$ cat src/rv_pipe_pkg.sv
package rv_pipe_pkg;

    localparam int XLEN       = 32;
    localparam int REG_ADDR_W = 5;
    localparam int DMEM_WORDS = 256;
    localparam int DMEM_IDX_W = $clog2(DMEM_WORDS);

    //////////////////////////////
    // Instruction fields
    localparam int OPCODE_W       = 7;
    localparam int RD_LSB         = 7;
    localparam int FUNCT3_LSB     = 12;
    localparam int FUNCT3_W       = 3;
    localparam int RS1_LSB        = 15;
    localparam int RS2_LSB        = 20;
    localparam int FUNCT7_SUB_BIT = 30;     // Selects SUB over ADD

    localparam logic [FUNCT3_W-1:0] F3_ADD_SUB = 3'b000;
    localparam logic [FUNCT3_W-1:0] F3_XOR     = 3'b100;
    localparam logic [FUNCT3_W-1:0] F3_OR      = 3'b110;
    localparam logic [FUNCT3_W-1:0] F3_AND     = 3'b111;

    // ADDI x0,x0,0
    localparam logic [XLEN-1:0] NOP_INSTR = 32'h0000_0013;

    typedef enum logic [OPCODE_W-1:0] {
        OP_REG    = 7'b0110011,
        OP_IMM    = 7'b0010011,
        OP_LOAD   = 7'b0000011,
        OP_STORE  = 7'b0100011,
        OP_BRANCH = 7'b1100011
    } opcode_e;

    typedef enum logic [2:0] {
        ALU_ADD, ALU_SUB, ALU_AND, ALU_OR, ALU_XOR
    } alu_op_e;

    // Operand source for execute
    typedef enum logic [1:0] {
        FWD_REG, FWD_MEM, FWD_WB
    } fwd_sel_e;

endpackage
$ cat src/fetch_stage.sv
`timescale 1ns/100ps

module fetch_stage import rv_pipe_pkg::*; (
    input  logic            clk,
    input  logic            rst,
    input  logic            stall_i,
    input  logic            flush_i,
    input  logic            branch_taken_i,
    input  logic [XLEN-1:0] branch_target_i,
    output logic [XLEN-1:0] imem_addr_o,
    input  logic [XLEN-1:0] imem_data_i,
    output logic [XLEN-1:0] id_pc_o,
    output logic [XLEN-1:0] id_instr_o
);

    logic [XLEN-1:0] pc;
    logic [XLEN-1:0] pc_next;

    assign imem_addr_o = pc;

    // Redirect wins over a stall
    always_comb begin
        if (branch_taken_i) begin
            pc_next = branch_target_i;
        end else if (stall_i) begin
            pc_next = pc;
        end else begin
            pc_next = pc + XLEN'(4);
        end
    end

    always_ff @(posedge clk) begin
        if (rst) begin
            pc <= '0;
        end else begin
            pc <= pc_next;
        end
    end

    //////////////////////////////
    // IF/ID register
    always_ff @(posedge clk) begin
        if (rst || flush_i) begin
            id_instr_o <= NOP_INSTR;    // Wrong-path slot becomes a bubble
        end else if (!stall_i) begin
            id_instr_o <= imem_data_i;
        end
    end

    always_ff @(posedge clk) begin
        if (!stall_i) begin
            id_pc_o <= pc;
        end
    end

endmodule

$ cat config.mk
export PLATFORM = sky130hd
export DESIGN_NAME = fetch_stage
export DESIGN_NICKNAME = d
export VERILOG_FILES = /design/src/rv_pipe_pkg.sv /design/src/fetch_stage.sv
export SDC_FILE = /design/constraint.sdc
export NUM_CORES = 1
export LEC_CHECK = 0
export BUFFER_PORTS_ARGS = -buffer_cell sky130_fd_sc_hd__buf_4
export CAP_MARGIN = 5
export CORE_MARGIN = 8
export CORE_UTILIZATION = 52
export CTS_CLUSTER_SIZE = 12
export DETAILED_ROUTE_END_ITERATION = 8
export PLACE_DENSITY = 0.86
export SKIP_CTS_REPAIR_TIMING = 1
export SYNTH_ARGS = -nofsm -noshare
export SYNTH_HDL_FRONTEND = slang
export SYNTH_SLANG_ARGS = --single-unit
$ cat constraint.sdc
create_clock -name clk -period 7.05 [get_ports clk]
set_clock_uncertainty 0.2 [all_clocks]
set_input_delay 0.705 -clock clk [delete_from_list [all_inputs] [get_ports clk]]
set_output_delay 0.705 -clock clk [all_outputs]
set_load 0.05 [all_outputs]
==> metrics.txt <==
Via Count around 3500; total negative slack 0 ns; Reg-to-Reg Start imem_addr_o[8]; RSZ-0062 raised after global routing false; Multi-input gate area 1610 um^2; vias per cell 5.49; initial antenna violation count 0; EDFF count, synth 32; Core ar. 7570 um^2; first-pass GRT wire length 17200 um; synth top area cells dfxtp_1, edfxtp_1, mux2i_1, nor2_1, and4_1; Rows 32; clock sink total 96; CTS Buf Count 9; antenna cells 0; Max Buffers Root-to-Sink 2; Detailed Route WL approximately 11000 um; Skew-Pair Late Insertion Delay 0.35 ns; GRT Residual Overflow 0; syn avg cell area 10.6 um^2; Cell Area, Synth between 3000 and 4000 um^2; Setup WS pre-CTS between 4 and 5 ns; cells after synthesis 378; Hold Vio Cnt, Final 0; #FFs+latches synth 96; GRT Overall Usage 19.1%; Lkg Pwr between 2 and 2.5 nW; Hold Crit Start imem_addr_o[1]; Root Driver clkbuf_8; WP data required 7.07 ns; ys async rst share 0%; share of cells above drive strength 1 34.6%; Synth Warn # 0; Hold Path Class reg2reg; Fmax 376 MHz; final-layout fill cell count ~550; Max-slew headroom 22.0%; area grow syn2layout 37.0%; DIE AREA 10700 um^2; Setup Viol. Count Final 0; largest net degree at the start of global routing 46; Tmin final between 2 and 3 ns; status finished, final reports clean; cell accounting for the most synthesized area dfxtp_1; Max VDD drop 146 uV; period utilization 37.7%; Slew Viols, Final 0; initial core utilization 52.8%; crit start category input pin; WP data arrival 2.68 ns; Synth cell types 47; CP endpoint kind flop; number of I/O port buffers 164; Cell Pwr Density around 230 nW/um^2; Seq. cell area 2240 um^2; dpl hpwl about 8000 um; Synth Net Count 448; Synth Flop Type dfxtp_1; register area share after synthesis 56.1%; IO Pins 165; Worst Setup Path Type in2reg; # DRC 0; Worst Tran Pin Value 1.16 ns; Setup crit start stall_i; chip height 104 um; Clock H-tree levels 3; Worst Path Max Fanout 42; max-cap violations 0; ANT nets after route 0; vias in the first global route 3585; post-synth top area share 32.1%; CTS tree built; Starting DRT DRC Count 129; WL/cell 16.8 um; drt pass-1 iters 4; nets 600; Die X between 100 and 150 um; synth cell count leaders dfxtp_1, nor2_1, mux2i_1, edfxtp_1; routability cong. a little under 0.8; Final WS setup 4.39 ns; CTS clk-pin slew, worst paths roughly 0.090 ns
==> power breakdown <==
part	internal [mW]	total, mW	switching [mW]
Sequential	0.604	0.633	0.0284
Combinational	0.0866	0.251	0.165
Clock	0.176	0.364	0.187
Total	0.867	1.25	0.381
==> layer usage <==
metal / GRT usage, % / share of wire [%] / vias up
met4: 7.76 / 1.6 / 0
met1: 20.8 / 39 / 1611
met2: 31.5 / 48 / 170
met5: 0 / 0 / -
met3: 8.98 / 12 / 17
li1: - / - / 1698
==> final timing paths <==
path / to / slack [ns] / depth (start not counted)
worst min register to register: id_pc_o[1] / 0.29 / 0
worst min-delay path: id_pc_o[1] / 0.29 / 0
worst max-delay path: imem_addr_o[24] / 4.39 / 5
worst max register to register: imem_addr_o[25] / 4.49 / 4
==> logic make-up (layout without fill, tap and decap cells) <==
| logic type | Yosys count | in the layout | share of synthesized area [%] |
|---|---|---|---|
| and+or+nand+nor | 149 | 149 | 19.7 |
| muxes | 35 | 35 | 8.77 |
| DFF | 96 | 96 | 56.1 |
| buffers and inverters | 38 | 195 | 3.60 |
| AOI/OAI and AO/OA | 51 | 51 | 9.80 |
| adders and majority gates | 1 | 1 | 0.313 |
| xor gates and xnor gates | 8 | 8 | 1.75 |
==> worst max-delay path, stage by stage <==
cell	delay, ns
buf_4	0.30
nand4b_4	0.33
or4_1	0.67
or2_0	0.26
a2111oi_1	0.38
==> flip-flops by register name, summed over array words and instances (netlist names) <==
register and cells:
imem_addr_o 32, id_pc_o 32, id_instr_o 32
==> layout by cell type, fill, tap and decap left out, types with 6 or more instances in the layout <==
cell | netlist | routed
nand3_1 | 11 | 11
a311oi_1 | 8 | 8
dfxtp_1 | 64 | 64
nand4_1 | 6 | 6
edfxtp_1 | 32 | 32
nand2_1 | 17 | 17
clkbuf_8 | 0 | 10
nor4_1 | 7 | 7
buf_4 | 0 | 165
and4_1 | 10 | 10
mux2i_1 | 35 | 35
a21oi_1 | 7 | 7
nor2_1 | 64 | 64
a2111oi_0 | 9 | 9
inv_1 | 14 | 14
a211oi_1 | 11 | 11
==> area by class of cell <==
type / instances / share of cell area [%]
clock inverters: 5 / 1.17
flip-flops and latches: 96 / 40.9
inverters: 14 / 0.960
clock buffers: 11 / 2.58
multi-input cells: 244 / 29.4
repair buffers: 165 / 22.6
well taps: 102 / 2.33
==> through the flow <==
stage | utilization (%) | std cells | total power [mW] | area [um^2] | hold WS [ns]
floorplan | - | 378 | 0.803 | 4000 | 0.513
global placement | 69.7 | 621 | 0.892 | 5270 | 0.250
detailed placement | 69.7 | 621 | 0.899 | 5270 | 0.255
CTS | 72.4 | 637 | 1.26 | 5480 | 0.289
global route | 72.4 | 637 | 1.29 | 5480 | 0.311
finish | 72.4 | 637 | 1.25 | 5480 | 0.285
Power figures use the tool's default switching activity.
