===== src/rv_pipe_pkg.sv =====
package rv_pipe_pkg;

    localparam int XLEN       = 32;
    localparam int REG_ADDR_W = 5;
    localparam int DMEM_WORDS = 256;
    localparam int DMEM_IDX_W = $clog2(DMEM_WORDS);

    //////////////////////////////
    // Instruction fields
    localparam int OPCODE_W       = 7;
    localparam int RD_LSB         = 7;
    localparam int FUNCT3_LSB     = 12;
    localparam int FUNCT3_W       = 3;
    localparam int RS1_LSB        = 15;
    localparam int RS2_LSB        = 20;
    localparam int FUNCT7_SUB_BIT = 30;     // Selects SUB over ADD

    localparam logic [FUNCT3_W-1:0] F3_ADD_SUB = 3'b000;
    localparam logic [FUNCT3_W-1:0] F3_XOR     = 3'b100;
    localparam logic [FUNCT3_W-1:0] F3_OR      = 3'b110;
    localparam logic [FUNCT3_W-1:0] F3_AND     = 3'b111;

    // ADDI x0,x0,0
    localparam logic [XLEN-1:0] NOP_INSTR = 32'h0000_0013;

    typedef enum logic [OPCODE_W-1:0] {
        OP_REG    = 7'b0110011,
        OP_IMM    = 7'b0010011,
        OP_LOAD   = 7'b0000011,
        OP_STORE  = 7'b0100011,
        OP_BRANCH = 7'b1100011
    } opcode_e;

    typedef enum logic [2:0] {
        ALU_ADD, ALU_SUB, ALU_AND, ALU_OR, ALU_XOR
    } alu_op_e;

    // Operand source for execute
    typedef enum logic [1:0] {
        FWD_REG, FWD_MEM, FWD_WB
    } fwd_sel_e;

endpackage

===== src/hazard_unit.sv =====
`timescale 1ns/100ps

module hazard_unit import rv_pipe_pkg::*; (
    input  logic [REG_ADDR_W-1:0] id_rs1_addr_i,
    input  logic [REG_ADDR_W-1:0] id_rs2_addr_i,
    input  logic [REG_ADDR_W-1:0] ex_rd_addr_i,
    input  logic                  ex_mem_read_i,
    input  logic                  branch_taken_i,
    input  logic [REG_ADDR_W-1:0] mem_rd_addr_i,
    input  logic                  mem_reg_write_i,
    input  logic [REG_ADDR_W-1:0] wb_addr_i,
    input  logic                  wb_we_i,
    input  logic [REG_ADDR_W-1:0] ex_rs1_addr_i,
    input  logic [REG_ADDR_W-1:0] ex_rs2_addr_i,
    output logic                  stall_o,
    output logic                  flush_o,
    output fwd_sel_e              fwd_a_o,
    output fwd_sel_e              fwd_b_o
);

    // Youngest producer wins
    function automatic fwd_sel_e fwd_pick(input logic [REG_ADDR_W-1:0] rs,
                                          input logic mem_we, input logic [REG_ADDR_W-1:0] mem_rd,
                                          input logic wb_we, input logic [REG_ADDR_W-1:0] wb_rd);
        if (rs == '0) begin
            return FWD_REG;
        end else if (mem_we && mem_rd == rs) begin
            return FWD_MEM;
        end else if (wb_we && wb_rd == rs) begin
            return FWD_WB;
        end
        return FWD_REG;
    endfunction

    assign fwd_a_o = fwd_pick(ex_rs1_addr_i, mem_reg_write_i, mem_rd_addr_i, wb_we_i, wb_addr_i);
    assign fwd_b_o = fwd_pick(ex_rs2_addr_i, mem_reg_write_i, mem_rd_addr_i, wb_we_i, wb_addr_i);

    // Load result is one cycle too late for the next instruction
    assign stall_o = ex_mem_read_i && (ex_rd_addr_i != '0) &&
                     (ex_rd_addr_i == id_rs1_addr_i || ex_rd_addr_i == id_rs2_addr_i);

    assign flush_o = branch_taken_i;    // Kills decode and fetch slots

endmodule


===== config.mk =====
export PLATFORM = sky130hd
export DESIGN_NAME = hazard_unit
export DESIGN_NICKNAME = d
export VERILOG_FILES = /design/src/rv_pipe_pkg.sv /design/src/hazard_unit.sv
export SDC_FILE = /design/constraint.sdc
export NUM_CORES = 1
export LEC_CHECK = 0
export CORE_MARGIN = 4
export CORE_UTILIZATION = 30
export DETAILED_ROUTE_END_ITERATION = 8
export DONT_BUFFER_PORTS = 1
export GPL_TIMING_DRIVEN = 0
export MAX_ROUTING_LAYER = met4
export PLACE_DENSITY = 0.42
export SYNTH_ARGS = -nofsm -noshare
export SYNTH_HDL_FRONTEND = slang
export SYNTH_SLANG_ARGS = --single-unit

===== constraint.sdc =====
create_clock -name vclk -period 1.2
set_input_delay 0.12 -clock vclk [all_inputs]
set_output_delay 0.12 -clock vclk [all_outputs]
set_load 0.02 [all_outputs]

==> metrics.md <==
| Metric | Value |
|---|---|
| Outcome | `complete, no violations` |
| FF/Latch Area | `0 µm²` |
| Largest net degree at the start of global routing | `4` |
| DRT Pass-1 Iters | `1` |
| Worst min path class | `in2out` |
| Slew @ Worst Pin | `0.4628 ns` |
| Drt wl/cell | `15.90 µm` |
| Minimum clock period | `1.159 ns` |
| All-Layer GR Usage | `10.35%` |
| Chip Height | `45.44 µm` |
| Post-Synthesis Net Count | `93` |
| CP Launch Type | `input port` |
| Die ar. | `0.002064 mm²` |
| Crit end category | `primary output` |
| Most used routing layer | `met2` |
| Pins Over Slew Limit | `0` |
| Switching share of power | `40.25%` |
| Cell area after synthesis | `420.4 µm²` |
| Antenna cells | `0` |
| Pwr Density | `266.3 mW/mm²` |
| P_int | `0.07347 mW` |
| Core ar. | `0.001318 mm²` |
| Area Overhead vs Synth | `9.822%` |
| I/O pins | `45` |
| VDD IR max | `0.09488 mV` |
| Routed wire length | `1.097 mm` |
| Leakage | `0.1372 nW` |
| Initial core utilization | `31.91%` |
| Fmax achieved | `863.0 MHz` |
| Design Area, Final | `461.7 µm²` |
| Initial DRC Count | `0` |
| Global-route track usage on met1 | `10.35%` |
| First-pass GRT wire length | `1.552 mm` |
| Met2 usage | `21.73%` |
| Total gr overflow | `0` |
| Drt via density | `5.449` |
| Comb pwr share | `100.0%` |
| Die W | `45.44 µm` |
| Clock power share | `0%` |
| DRC | `0` |
| Ys Warns | `0` |
| Slew margin rel. | `69.24%` |
| CP Max Fanout | `3` |
| CLK BUF | `0` |
| CP startpoint | `ex_rs1_addr_i[2]` |
| GR Layer Usage met3 | `1.186%` |
| Commonest non-fill, non-tap cell in the layout | `xnor2_1` |
| Hold_ws | `0.3552 ns` |
| Via count | `376` |
| Pwr Total | `0.1230 mW` |
| Row count | `13` |
| Net Sw Power | `0.04949 mW` |
| FF+latch count | `0` |
| Tcrit/Tclk final | `96.56%` |
| Sequential area share after synthesis | `0%` |
| Layout cells sized above 1 | `20.37%` |
| Final hold vios | `0` |
| Port bufs | `0` |
| Vias in the first global route | `387` |
| RSZ-0062 raised after global routing | `no` |
| Mean post-synth cell area | `7.785 µm²` |
| Cell variety after synth | `14` |
| Register share of total power | `0%` |
| FILL cells | `148` |
| Dpl ws | `-0.06460 ns` |
| Nets | `95` |
| Max cap viols | `0` |
| Placer congestion estimate | `0.6831` |
| Worst setup path endpoint | `fwd_a_o[1]` |
| Final setup vio count | `0` |
| Cell count after synthesis | `54` |
| WP data required | `1.08 ns` |
| Placed Area | `439.2 µm²` |
| Critical Path AT | `1.04 ns` |
| Setup ws final | `0.04130 ns` |
| Crit Path Category | `in2out` |
| Remaining antenna violation count after routing | `0` |
| Initial antenna violation count | `0` |
| Most frequent cells in the layout | `xnor2_1, xor2_1, nand3_1` |
[cells in the mapped netlist, drive strengths merged]
master  number  area share (%)
nor3         2             2.4
xnor2       16              33
xor2        14              29
nor2         6             8.9
nor4         2             3.0
a21oi        1             1.2
nand4        2             3.0
and4         2             4.2
nand3        4             4.8
buf          1             1.8
o21ai        1             1.2
or4          3             7.1
[routing by layer]
metal | part of all wire (%) | vias to the layer above
met5 | 0 | -
met4 | 0 | 0
met3 | 16 | 0
met2 | 55 | 25
met1 | 29 | 164
li1 | - | 187
[critical path: stages]
cell and delay, ns:
or4_4 0.53, nor2_4 0.11, nor2_1 0.06, and4_4 0.21
[through the flow]
step	std cells	setup TNS (ns)	util [%]
2_1_floorplan	54	0	-
3_3_place_gp	69	-0.1340	33.33
3_5_place_dp	69	-0.1223	33.33
4_1_cts	69	-0.009517	34.66
5_1_grt	69	0	35.04
6_report	69	0	35.04
[area by class of cell]
cell class	instances	area, µm²	area share (%)
plain buffers	1	7.507	1.626
multi-input cells	53	435.4	94.31
well taps	15	18.77	4.065
[power by group through the flow]
stage	logic (mW)	registers [mW]	clock network [mW]
finish	0.123	0	0
global route	0.135	0	0
CTS	0.123	0	0
detailed placement	0.115	0	0
global placement	0.114	0	0
floorplan	0.104	0	0
[cells by family (layout without fill, tap and decap cells)]
family	after synthesis	in the layout	share of synthesized area, %
XOR/XNOR	30	30	62.50
AND/OR/NAND/NOR	21	21	33.33
buffers and inverters	1	1	1.786
AO/OA/AOI/OAI	2	2	2.379
[timing repair]
| item | in CTS | in global routing |
|---|---|---|
| resized for setup | 4 | 4 |
| buffers inserted | 0 | 0 |
| endpoints found under the setup margin | 2 | 2 |
| hold buffers | 0 | 0 |
[worst min path at each step]
stage / startpoint / to / slack [ns] / depth (start not counted)
after floorplan: branch_taken_i / flush_o / 0.35 / 1
after global placement: branch_taken_i / flush_o / 0.36 / 1
after detailed placement: branch_taken_i / flush_o / 0.36 / 1
after CTS: branch_taken_i / flush_o / 0.36 / 1
after global routing: branch_taken_i / flush_o / 0.36 / 1
final: branch_taken_i / flush_o / 0.36 / 1
Note: power is estimated with default switching activity, not from simulation.
