`config.mk`:
```
export PLATFORM = sky130hd
export DESIGN_NAME = execute_stage
export DESIGN_NICKNAME = d
export VERILOG_FILES = /design/src/rv_pipe_pkg.sv /design/src/execute_stage.sv
export SDC_FILE = /design/constraint.sdc
export NUM_CORES = 1
export LEC_CHECK = 0
export ABC_AREA = 1
export BUFFER_PORTS_ARGS = -buffer_cell sky130_fd_sc_hd__buf_2
export CORE_MARGIN = 4
export CORE_UTILIZATION = 40
export DETAILED_ROUTE_END_ITERATION = 16
export SLEW_MARGIN = 20
export SYNTH_ARGS = -nofsm -noshare
export SYNTH_HDL_FRONTEND = slang
export SYNTH_SLANG_ARGS = --single-unit
```
`constraint.sdc`:
```
create_clock -name clk -period 10.9 [get_ports clk]
set_clock_uncertainty 0.1 [all_clocks]
set_input_delay 1.09 -clock clk [delete_from_list [all_inputs] [get_ports clk]]
set_output_delay 1.09 -clock clk [all_outputs]
set_load 0.02 [all_outputs]
```
`src/rv_pipe_pkg.sv`:
```
package rv_pipe_pkg;

    localparam int XLEN       = 32;
    localparam int REG_ADDR_W = 5;
    localparam int DMEM_WORDS = 256;
    localparam int DMEM_IDX_W = $clog2(DMEM_WORDS);

    //////////////////////////////
    // Instruction fields
    localparam int OPCODE_W       = 7;
    localparam int RD_LSB         = 7;
    localparam int FUNCT3_LSB     = 12;
    localparam int FUNCT3_W       = 3;
    localparam int RS1_LSB        = 15;
    localparam int RS2_LSB        = 20;
    localparam int FUNCT7_SUB_BIT = 30;     // Selects SUB over ADD

    localparam logic [FUNCT3_W-1:0] F3_ADD_SUB = 3'b000;
    localparam logic [FUNCT3_W-1:0] F3_XOR     = 3'b100;
    localparam logic [FUNCT3_W-1:0] F3_OR      = 3'b110;
    localparam logic [FUNCT3_W-1:0] F3_AND     = 3'b111;

    // ADDI x0,x0,0
    localparam logic [XLEN-1:0] NOP_INSTR = 32'h0000_0013;

    typedef enum logic [OPCODE_W-1:0] {
        OP_REG    = 7'b0110011,
        OP_IMM    = 7'b0010011,
        OP_LOAD   = 7'b0000011,
        OP_STORE  = 7'b0100011,
        OP_BRANCH = 7'b1100011
    } opcode_e;

    typedef enum logic [2:0] {
        ALU_ADD, ALU_SUB, ALU_AND, ALU_OR, ALU_XOR
    } alu_op_e;

    // Operand source for execute
    typedef enum logic [1:0] {
        FWD_REG, FWD_MEM, FWD_WB
    } fwd_sel_e;

endpackage
```
`src/execute_stage.sv`:
```
`timescale 1ns/100ps

module execute_stage import rv_pipe_pkg::*; (
    input  logic                  clk,
    input  logic                  rst,
    input  logic [XLEN-1:0]       pc_i,
    input  logic [XLEN-1:0]       rs1_data_i,
    input  logic [XLEN-1:0]       rs2_data_i,
    input  logic [XLEN-1:0]       imm_i,
    input  logic [REG_ADDR_W-1:0] rd_addr_i,
    input  alu_op_e               alu_op_i,
    input  logic                  use_imm_i,
    input  logic                  mem_read_i,
    input  logic                  mem_write_i,
    input  logic                  reg_write_i,
    input  logic                  branch_i,
    input  fwd_sel_e              fwd_a_i,
    input  fwd_sel_e              fwd_b_i,
    input  logic [XLEN-1:0]       mem_fwd_data_i,
    input  logic [XLEN-1:0]       wb_fwd_data_i,
    output logic                  branch_taken_o,
    output logic [XLEN-1:0]       branch_target_o,
    output logic [XLEN-1:0]       mem_result_o,
    output logic [XLEN-1:0]       mem_store_data_o,
    output logic [REG_ADDR_W-1:0] mem_rd_addr_o,
    output logic                  mem_read_o,
    output logic                  mem_write_o,
    output logic                  mem_reg_write_o
);

    logic [XLEN-1:0] op_a, op_b, alu_b, alu_result;

    function automatic logic [XLEN-1:0] fwd_mux(input fwd_sel_e sel,
                                                input logic [XLEN-1:0] reg_data,
                                                input logic [XLEN-1:0] mem_data,
                                                input logic [XLEN-1:0] wb_data);
        case (sel)
            FWD_MEM: return mem_data;
            FWD_WB:  return wb_data;
            default: return reg_data;
        endcase
    endfunction

    assign op_a  = fwd_mux(fwd_a_i, rs1_data_i, mem_fwd_data_i, wb_fwd_data_i);
    assign op_b  = fwd_mux(fwd_b_i, rs2_data_i, mem_fwd_data_i, wb_fwd_data_i);
    assign alu_b = use_imm_i ? imm_i : op_b;

    always_comb begin
        case (alu_op_i)
            ALU_SUB: alu_result = op_a - alu_b;
            ALU_AND: alu_result = op_a & alu_b;
            ALU_OR:  alu_result = op_a | alu_b;
            ALU_XOR: alu_result = op_a ^ alu_b;
            default: alu_result = op_a + alu_b;
        endcase
    end

    // BEQ resolves here
    assign branch_taken_o  = branch_i && (op_a == op_b);
    assign branch_target_o = pc_i + imm_i;

    //////////////////////////////
    // EX/MEM register
    always_ff @(posedge clk) begin
        if (rst) begin
            mem_read_o      <= 1'b0;
            mem_write_o     <= 1'b0;
            mem_reg_write_o <= 1'b0;
        end else begin
            mem_read_o      <= mem_read_i;
            mem_write_o     <= mem_write_i;
            mem_reg_write_o <= reg_write_i;
        end
    end

    always_ff @(posedge clk) begin
        mem_result_o     <= alu_result;
        mem_store_data_o <= op_b;       // Forwarded store data
        mem_rd_addr_o    <= rd_addr_i;
    end

endmodule

```
==> impl_metrics.py <==
metrics = {
    "grt": {
        "overflow": 0,
        "grt_pass1_wl_um": 67100,
        "grt_util_all_layers_pct": 30.14,
        "grt_antenna_before_repair": 21,
        "grt_max_degree": 65,
        "grt_pass1_vias": 12000,
    },
    "yosys": {
        "syn_area_sq_mm": 0.01026,
        "syn-num-nets": 1994,
        "netlist_instances": 1643,
        "ys_seq_elements": 72,
        "synth_edf_count": 0,
        "synth-async-reset-ratio_pct": 0,
        "ys_types": 52,
        "yosysSeqAreaShare_pct": 14.05,
        "avgSynthCellArea_sq_um": 6.243,
        "synthFlopType": "dfxtp_1",
        "synth_warnings": 0,
    },
    "finish": {
        "fin_area_sq_mm": 0.01243,
        "fin_nets": 2285,
        "multiInputGateArea_sq_mm": 0.007851,
        "final.fill_count": 2737,
        "register_area_sq_mm": 0.001441,
        "area_growth_pct": 21.19,
        "instances_no_fill": 2276,
        "final_layout_size_suffix_gt1_share_pct": 21.87,
    },
    "drt": {
        "vias": 12130,
        "dr.pass1.iters": 5,
        "drc": 0,
        "finalWirelength_um": 44320,
        "viasPerCell": 5.330,
        "ant_nets": 0,
        "drt-wirelength-per-cell_um": 19.47,
        "drtIter0Drc": 927,
    },
    "min_path": {
        "hold_path.class": "in -> reg",
        "worstHoldStart": "rd_addr_i[2]",
        "min_to": "mem_rd_addr_o[2]",
        "hold_depth": 1,
    },
    "critical_path": {
        "end_kind": "register",
        "cp.arrival_ns": 5.44,
        "critical_path.startpoint": "use_imm_i",
        "cp-start-kind": "input pin",
        "cp_max_fo": 33,
        "crit_type": "in -> reg",
        "cp.required_ns": 11.08,
    },
    "place": {
        "hpwl_um": 37430,
        "gp_congestion": 0.9593,
        "place_area_sq_mm": 0.01210,
        "dp_cells": 2253,
        "portBuffers": 315,
    },
    "timing": {
        "max_freq_ghz": 0.1904,
        "finalCritPeriodShare_pct": 48.19,
        "finalSetupTns_ns": 0,
        "max_slew_margin_pct": 26.81,
        "drv_slew": 0,
        "rsz0062_at_grt": "false",
        "hold_violations": 0,
        "worstMarginPinSlew_ns": 1.086,
        "final-setup-viol-count": 0,
        "fin_crit_ns": 5.253,
    },
    "power": {
        "p_sw_share_pct": 49.77,
        "clkPwrFrac_pct": 19.3,
        "p_sw_uw": 841.6,
        "powerDensity_mw_per_mm2": 136.0,
        "internal-power_uw": 849.4,
        "p_comb_share_pct": 60.4,
        "seqPwrFrac_pct": 20.4,
        "ir_worst_vdd_mv": 0.08843,
        "cellLeakagePower_nw": 6.809,
    },
    "floorplan": {
        "num_io_pins": 316,
        "core_area_sq_mm": 0.02518,
        "rows": 58,
        "die_y_um": 168.1,
        "dieArea_sq_mm": 0.02827,
        "start_util_pct": 40.73,
        "die_w_um": 168.1,
    },
    "clock_tree": {
        "cts_resized": 0,
        "cts_hold_buf": 0,
        "cts_tree": "done",
        "numCtsBuffers": 9,
        "clock-sinks": 72,
        "path_clk_slew_ns": 0.08,
        "clockBufferDepth": 2,
        "htreeDepth": 3,
        "post-cts-setup-buffer-count": 0,
        "cts-root-buf": "clkbuf_16",
    },
    "flow_run": {
        "max_cap_viol_count": 0,
    },
    "run_status": {
        "status": "completed",
    },
}
[kinds of logic after synthesis]
logic type | after synthesis | share of synthesized area [%]
AO/OA/AOI/OAI | 250 | 14.99
flip-flops | 72 | 14.05
adder cells (fa/ha/maj) | 140 | 17.22
AND/OR/NAND/NOR | 855 | 37.03
XOR/XNOR | 84 | 7.173
buffers and inverters | 242 | 9.527
[synth_stat cells, types with 5 or more instances]
master,number,share of area (%)
a21o_1,14,1.0
a21oi_1,72,3.5
a221oi_1,24,2.0
a31oi_1,7,0.43
buf_2,9,0.44
buf_6,5,0.55
clkbuf_1,29,1.1
dfxtp_1,72,14
ha_1,138,17
inv_1,189,6.9
inv_2,7,0.26
nand2_1,466,17
nand2_2,28,1.7
nand2_4,8,0.88
nand3_1,118,5.8
nand3_2,14,1.4
nand4_1,15,0.91
nor2_1,134,4.9
nor2_2,10,0.61
nor3_1,18,0.88
nor4_1,5,0.30
o2111ai_1,12,1.0
o211ai_1,5,0.37
o21ai_0,83,4.0
o21bai_1,7,0.51
o221ai_1,5,0.43
o22ai_1,7,0.43
or2_1,21,1.3
xnor2_1,14,1.2
xor2_1,70,6.0
[per-layer routing]
metal / track usage (%) / vias to the layer above / wire (um) / part of all wire (%)
met5: 0 / - / 168 / 0.38
met4: 8.045 / 28 / 1041 / 2.3
met3: 7.490 / 81 / 3617 / 8.2
met2: 50.51 / 428 / 20600 / 46
met1: 38.70 / 5614 / 18890 / 43
li1: - / 5979 / - / -
[worst max-delay path, cell delays in order]
cell	delay (ns)
buf_2	0.47
inv_2	0.47
or2_2	0.41
nand2_1	0.17
ha_1	0.21
nand3_2	0.12
nor2_2	0.16
nand2_2	0.09
nor2_4	0.18
nand4_1	0.11
nand2_1	0.14
nand2_1	0.07
nand2_1	0.06
nand2_1	0.05
ha_1	0.39
nand2_1	0.12
nor2_1	0.17
inv_1	0.09
nor2_1	0.09
inv_1	0.07
o211ai_1	0.25
nand2b_1	0.15
nand3_1	0.09
nand2_1	0.07
nand2_1	0.04
nand2_1	0.08
[state kept, by name, summed over array words and instances, names as in the netlist]
name              count
mem_result_o         32
mem_store_data_o     32
mem_rd_addr_o         5
mem_read_o            1
mem_reg_write_o       1
mem_write_o           1
[worst max path at each step]
stage	to	slack, ns	depth (start not counted)
3_3_place_gp	mem_result_o[23]	5.48	21
6_report	mem_result_o[31]	5.65	26
2_1_floorplan	mem_result_o[29]	6.44	26
5_1_grt	mem_result_o[31]	5.19	27
4_1_cts	mem_result_o[31]	5.67	26
3_5_place_dp	mem_result_o[31]	5.32	26
[layout by cell type (no fill, tap or decap), drive strengths merged]
cell and n:
nor2 148, o21a 1, o2111ai 12, o221ai 5, or2 25, nand3b 2
nand2b 1, o21ai 87, o21bai 8, and2 4, clkinv 1, a21o 14
nand2 502, dfxtp 72, fa 2, inv 200, o31ai 2, xor2 70
xnor2 14, diode 7, a211oi 2, a21boi 2, nand4 15, nor4 5
clkinvlp 1, a221oi 24, o31a 1, a21oi 73, a31oi 7, o22ai 7
buf 325, bufinv 1, nor3 19, ha 138, nand3 132, and3 2
o211ai 5, clkbuf 10
[layout make-up]
type | instances | area share (%)
multi-input combinational | 1329 | 63.16
timing repair buffer | 325 | 13.29
sequential | 72 | 11.60
inverter | 197 | 5.989
tap | 330 | 3.322
clock buffer | 10 | 1.922
clock inverter | 6 | 0.5838
antenna | 7 | 0.1409
[per-stage QoR]
step	total power, mW	hold slack, ns	worst slack (ns)	utilization, %
floorplan	1.023	1.018	6.441	-
global placement	1.359	1.092	5.481	48.06
detailed placement	1.358	1.094	5.321	48.06
CTS	1.689	0.7192	5.675	49.29
global route	1.816	0.7172	5.187	49.35
finish	1.691	0.7235	5.647	49.36
[power groups by stage]
stage               clock network (mW)  registers [mW]  logic, mW
global placement                     0           0.351       1.01
finish                           0.326           0.344       1.02
floorplan                            0           0.435      0.588
global route                     0.343           0.351       1.12
CTS                              0.331           0.345       1.01
detailed placement                   0           0.351       1.01
(Power assumes the default switching activity.)
