===== src/rv_pipe_pkg.sv =====
package rv_pipe_pkg;

    localparam int XLEN       = 32;
    localparam int REG_ADDR_W = 5;
    localparam int DMEM_WORDS = 256;
    localparam int DMEM_IDX_W = $clog2(DMEM_WORDS);

    //////////////////////////////
    // Instruction fields
    localparam int OPCODE_W       = 7;
    localparam int RD_LSB         = 7;
    localparam int FUNCT3_LSB     = 12;
    localparam int FUNCT3_W       = 3;
    localparam int RS1_LSB        = 15;
    localparam int RS2_LSB        = 20;
    localparam int FUNCT7_SUB_BIT = 30;     // Selects SUB over ADD

    localparam logic [FUNCT3_W-1:0] F3_ADD_SUB = 3'b000;
    localparam logic [FUNCT3_W-1:0] F3_XOR     = 3'b100;
    localparam logic [FUNCT3_W-1:0] F3_OR      = 3'b110;
    localparam logic [FUNCT3_W-1:0] F3_AND     = 3'b111;

    // ADDI x0,x0,0
    localparam logic [XLEN-1:0] NOP_INSTR = 32'h0000_0013;

    typedef enum logic [OPCODE_W-1:0] {
        OP_REG    = 7'b0110011,
        OP_IMM    = 7'b0010011,
        OP_LOAD   = 7'b0000011,
        OP_STORE  = 7'b0100011,
        OP_BRANCH = 7'b1100011
    } opcode_e;

    typedef enum logic [2:0] {
        ALU_ADD, ALU_SUB, ALU_AND, ALU_OR, ALU_XOR
    } alu_op_e;

    // Operand source for execute
    typedef enum logic [1:0] {
        FWD_REG, FWD_MEM, FWD_WB
    } fwd_sel_e;

endpackage

===== src/decode_stage.sv =====
`timescale 1ns/100ps

module decode_stage import rv_pipe_pkg::*; (
    input  logic                  clk,
    input  logic                  rst,
    input  logic                  stall_i,
    input  logic                  flush_i,
    input  logic [XLEN-1:0]       pc_i,
    input  logic [XLEN-1:0]       instr_i,
    input  logic                  wb_we_i,
    input  logic [REG_ADDR_W-1:0] wb_addr_i,
    input  logic [XLEN-1:0]       wb_data_i,
    output logic [XLEN-1:0]       ex_pc_o,
    output logic [XLEN-1:0]       ex_rs1_data_o,
    output logic [XLEN-1:0]       ex_rs2_data_o,
    output logic [XLEN-1:0]       ex_imm_o,
    output logic [REG_ADDR_W-1:0] ex_rs1_addr_o,
    output logic [REG_ADDR_W-1:0] ex_rs2_addr_o,
    output logic [REG_ADDR_W-1:0] ex_rd_addr_o,
    output alu_op_e               ex_alu_op_o,
    output logic                  ex_use_imm_o,
    output logic                  ex_mem_read_o,
    output logic                  ex_mem_write_o,
    output logic                  ex_reg_write_o,
    output logic                  ex_branch_o,
    output logic [REG_ADDR_W-1:0] id_rs1_addr_o,
    output logic [REG_ADDR_W-1:0] id_rs2_addr_o
);

    opcode_e               opcode;
    logic [FUNCT3_W-1:0]   funct3;
    logic [REG_ADDR_W-1:0] rs1_addr, rs2_addr, rd_addr;
    logic [XLEN-1:0]       rs1_data, rs2_data, imm;
    alu_op_e               alu_op;
    logic                  use_imm, mem_read, mem_write, reg_write, branch, rs2_used;
    logic [XLEN-1:0]       regs [1:2**REG_ADDR_W-1];    // x0 is not stored

    assign opcode   = opcode_e'(instr_i[OPCODE_W-1:0]);
    assign funct3   = instr_i[FUNCT3_LSB +: FUNCT3_W];
    assign rs1_addr = instr_i[RS1_LSB +: REG_ADDR_W];
    assign rd_addr  = instr_i[RD_LSB +: REG_ADDR_W];
    assign rs2_addr = rs2_used ? instr_i[RS2_LSB +: REG_ADDR_W] : '0;   // Avoids false stalls

    assign id_rs1_addr_o = rs1_addr;
    assign id_rs2_addr_o = rs2_addr;

    always_comb begin
        alu_op    = ALU_ADD;
        use_imm   = 1'b0;
        mem_read  = 1'b0;
        mem_write = 1'b0;
        reg_write = 1'b0;
        branch    = 1'b0;
        rs2_used  = 1'b0;
        imm       = {{(XLEN-12){instr_i[31]}}, instr_i[31:20]};    // I-type
        case (opcode)
            OP_REG: begin
                reg_write = 1'b1;
                rs2_used  = 1'b1;
                case (funct3)
                    F3_ADD_SUB: alu_op = instr_i[FUNCT7_SUB_BIT] ? ALU_SUB : ALU_ADD;
                    F3_XOR:     alu_op = ALU_XOR;
                    F3_OR:      alu_op = ALU_OR;
                    F3_AND:     alu_op = ALU_AND;
                    default:    alu_op = ALU_ADD;
                endcase
            end
            OP_IMM: begin
                use_imm   = 1'b1;
                reg_write = 1'b1;
            end
            OP_LOAD: begin
                use_imm   = 1'b1;
                reg_write = 1'b1;
                mem_read  = 1'b1;
            end
            OP_STORE: begin
                use_imm   = 1'b1;
                mem_write = 1'b1;
                rs2_used  = 1'b1;
                imm = {{(XLEN-12){instr_i[31]}}, instr_i[31:25], instr_i[11:7]};
            end
            OP_BRANCH: begin
                branch   = 1'b1;
                rs2_used = 1'b1;
                imm = {{(XLEN-13){instr_i[31]}}, instr_i[31], instr_i[7],
                       instr_i[30:25], instr_i[11:8], 1'b0};
            end
            default: ;  // Unsupported opcodes run as bubbles
        endcase
    end

    //////////////////////////////
    // Register file
    function automatic logic [XLEN-1:0] rf_read(input logic [REG_ADDR_W-1:0] addr);
        if (addr == '0) begin
            return '0;
        end else if (wb_we_i && wb_addr_i == addr) begin
            return wb_data_i;   // Same-cycle writeback
        end
        return regs[addr];
    endfunction

    always_comb begin
        rs1_data = rf_read(rs1_addr);
        rs2_data = rf_read(rs2_addr);
    end

    always_ff @(posedge clk) begin
        if (wb_we_i && wb_addr_i != '0) begin
            regs[wb_addr_i] <= wb_data_i;
        end
    end

    //////////////////////////////
    // ID/EX register
    always_ff @(posedge clk) begin
        if (rst || stall_i || flush_i) begin
            ex_mem_read_o  <= 1'b0;
            ex_mem_write_o <= 1'b0;
            ex_reg_write_o <= 1'b0;
            ex_branch_o    <= 1'b0;
        end else begin
            ex_mem_read_o  <= mem_read;
            ex_mem_write_o <= mem_write;
            ex_reg_write_o <= reg_write && (rd_addr != '0);   // x0 never retires
            ex_branch_o    <= branch;
        end
    end

    always_ff @(posedge clk) begin
        ex_pc_o       <= pc_i;
        ex_rs1_data_o <= rs1_data;
        ex_rs2_data_o <= rs2_data;
        ex_imm_o      <= imm;
        ex_rs1_addr_o <= rs1_addr;
        ex_rs2_addr_o <= rs2_addr;
        ex_rd_addr_o  <= rd_addr;
        ex_alu_op_o   <= alu_op;
        ex_use_imm_o  <= use_imm;
    end

endmodule


===== config.mk =====
export PLATFORM = sky130hd
export DESIGN_NAME = decode_stage
export DESIGN_NICKNAME = d
export VERILOG_FILES = /design/src/rv_pipe_pkg.sv /design/src/decode_stage.sv
export SDC_FILE = /design/constraint.sdc
export NUM_CORES = 2
export LEC_CHECK = 0
export BUFFER_PORTS_ARGS = -buffer_cell sky130_fd_sc_hd__buf_2
export CORE_ASPECT_RATIO = 0.8
export CORE_MARGIN = 4
export CORE_UTILIZATION = 52
export CTS_BUF_LIST = sky130_fd_sc_hd__clkbuf_4 sky130_fd_sc_hd__clkbuf_8
export DETAILED_ROUTE_END_ITERATION = 16
export GPL_ROUTABILITY_DRIVEN = 1
export PLACE_DENSITY_LB_ADDON = 0.08
export SLEW_MARGIN = 20
export SYNTH_ARGS = -nofsm -noshare
export SYNTH_HDL_FRONTEND = slang
export SYNTH_SLANG_ARGS = --single-unit

===== constraint.sdc =====
create_clock -name clk -period 2.86 [get_ports clk]
set_input_delay 0.572 -clock clk [delete_from_list [all_inputs] [get_ports clk]]
set_output_delay 0.572 -clock clk [all_outputs]
set_load 0.02 [all_outputs]

==> results.ini <==
[die]
die_x_um=357
design.core.area_sq_um=96700
die_area_sq_um=103000
initial_core_util_pct=52.4
fp.dieH_um=287
boundaryPins=267
rows=102

[place]
gp_congestion=0.898
port_buffers=266
place_area_sq_um=56700
hpwl_um=111000

[synth]
synth_most_common_cell=edfxtp_1
synth_top_area_share_pct=58.7
yosysWarningCount=0
ys_seq_area_share_pct=63.9
synthTopCellsByCount=edfxtp_1, mux4_2, mux2i_1
ys_top_cells_by_area=edfxtp_1, mux4_2, dfxtp_1, mux2i_1, mux2_2
synth_area_leader_cell=edfxtp_1
yosys_register_bits=1124
synth_async_sr_flop_share_pct=0
synth_fp_nets=3253
synth_cell_type_count=65
synth_cells=3147
synth-edff-count=992
synth.cell_area_sq_um=50700
avgSynthCellArea_sq_um=16.1
yosys_most_used_dff=edfxtp_1

[cts]
cts_resized=0
cts.sinks=1124
clockBufferDepth=3
path_clk_slew_ps=60
cts_buffers=176
htreeDepth=4
clock-root-buffer=clkbuf_8
cts_tree=done
worst_skew_pair.late_latency_ps=900
post-cts-setup-buffers=0

[run]
cap_violations=0

[setup_path]
ff2ff_setup_slack_ps=780
slowest_delay_ps=300
crit_top_cell=buf_4
critPathLaunchType=input pin
path_class=in -> out
cp.arrival_ps=2180
path_cells=buf_2, and4bb_1, buf_4, nand3_4, clkinv_2, buf_4, buf_4, buf_2
crit_path_end_kind=primary output
crit_fanout=12
crit_required_ps=2290
cp_slowest_cell=buf_4

[finish]
syn_to_final_growth_pct=20.1
layout.nets=3808
final_area_sq_um=60900
layout-drive-gt1-share_pct=35.4

[sta]
rsz0062_at_grt=no
fin_skew_ps=54.9
period_needed_ps=2750
slew_violations=0
max_freq_ghz=0.364
maxSlewHeadroom_pct=43.2
holdWs_ps=87.7
worstMarginPinSlew_ps=852
setup_viol=0
finalCritPeriodShare_pct=96.1
hold_viol=0

[route]
wl_per_cell_um=35.0
drtAntennaViolNets=0
wl_um=180000
via_count=35600
first_iter_violations=4817
viasPerCell=6.90
first_pass_iters=6
drc=0

[worst_hold_path]
hold_class=in -> reg

[pwr]
seq_power_share_pct=51.7
p_switching_mw=8.47
total_power_mw=35.4
power.internal_mw=26.9
power_frac_clock_pct=39.5
ir_drop_mv=0.515
p_leak_nw=21.1
powerDensity_nw_per_um2=580
swShare_pct=24.0
comb_power_share_pct=8.8

[grt]
antenna_found_initial=7
grt_pass1_wl_um=255000
grt_max_degree=44
grt_overflow_total=0
grt.total_usage_pct=34.9
grt_pass1_vias=35500

[status]
status=finished clean

-- power by group through the flow --
stage               Combinational (mW)  Clock, mW  Sequential, mW
floorplan                         1.48          0            18.7
global placement                  2.95          0            18.6
detailed placement                2.99          0            18.6
CTS                               3.06       14.1            18.3
global route                      3.22       14.9            18.3
finish                            3.10       14.0            18.3
-- cells by family (layout without fill, tap and decap cells) --
| kind of cell | count (synthesis) | count (layout) | share of synthesized area, % |
|---|---|---|---|
| XOR/XNOR | 6 | 6 | 0.104 |
| AND/OR/NAND/NOR | 383 | 383 | 3.46 |
| buffers and inverters | 305 | 1011 | 2.93 |
| other | 0 | 4 | 0 |
| flip-flops | 1124 | 1124 | 63.9 |
| AO/OA/AOI/OAI | 672 | 672 | 9.42 |
| multiplexers | 657 | 657 | 20.2 |
-- worst max-delay path: cells and delay by family --
kind	cells	cell delay, ps
and+or+nand+nor	2	450
buffers and inverters	6	1150
-- final timing paths --
check | startpoint | end | cells past startpoint
worst min register to register | regs[8][11] | ex_rs2_data_o[11] | 3
worst max-delay path | instr_i[2] | id_rs2_addr_o[2] | 8
worst min-delay path | instr_i[6] | ex_imm_o[0] | 3
worst max register to register | regs[7][3] | ex_rs2_data_o[3] | 5
-- final cells by class --
cell class | count | area [sq um]
fill | 7129 | 35800
sequential | 1124 | 32400
multi-input combinational | 1718 | 17100
timing repair buffer | 671 | 6110
clock buffer | 260 | 3190
tap | 1300 | 1630
clock inverter | 69 | 424
inverter | 11 | 43.8
antenna | 4 | 10.0
-- layer usage --
layer / global-route usage (%) / vias to the layer above / wire, um
met2: 52.7 / 2804 / 81200
met5: 0 / - / 13
met4: 14.9 / 2 / 7830
met3: 9.35 / 467 / 22500
li1: - / 14200 / -
met1: 48.2 / 18100 / 68800
-- what timing repair did --
| action | CTS | global route |
|---|---|---|
| endpoints found under the setup margin | 0 | 0 |
| hold endpoints to repair | 59 | 0 |
| hold buffers | 57 | 0 |
-- cells in the final DEF (no fill, tap or decap), types with 6 or more instances in the layout --
master	netlist	layout
edfxtp_1	992	992
mux4_2	280	280
mux2i_1	260	260
buf_2	108	259
buf_4	41	226
clkbuf_8	0	198
nor2_1	193	159
a21oi_1	142	142
dfxtp_1	132	132
buf_12	0	124
mux2_2	117	117
a211oi_1	79	79
o22ai_1	78	78
nand2_1	69	68
clkbuf_4	0	62
o221ai_1	59	59
dlygate4sd3_1	0	57
o21ai_0	48	48
o211ai_1	48	48
a221oi_1	40	40
clkinv_1	2	35
nor2_4	0	33
o31ai_1	26	26
clkinv_2	1	23
nand3_1	24	23
o32a_1	22	22
a32o_1	22	22
a31oi_1	20	20
a221o_1	20	20
o32ai_1	20	20
o21ai_1	16	16
nor4_1	14	14
or4_1	14	14
nor3_1	13	13
nand4_1	13	13
and2_1	10	10
a2111oi_0	8	8
nand2b_1	7	6
-- state kept, by name, summed over array words and instances, names as in the netlist, 3 cells and up --
register,flops
ex_alu_op_o,3
ex_imm_o,13
ex_pc_o,32
ex_rd_addr_o,5
ex_rs1_addr_o,5
ex_rs1_data_o,32
ex_rs2_addr_o,5
ex_rs2_data_o,32
regs,992
-- through the flow --
step	std cells	setup WS [ps]	util [%]	setup TNS [ps]
floorplan	3147	-116	-	-28460
global placement	4767	-80.5	58.7	-155
detailed placement	4767	-98.0	58.7	-947
CTS	5153	159	63.0	0
global route	5155	79.0	63.0	0
finish	5157	113	63.0	0
Note: power is estimated with default switching activity, not from simulation.
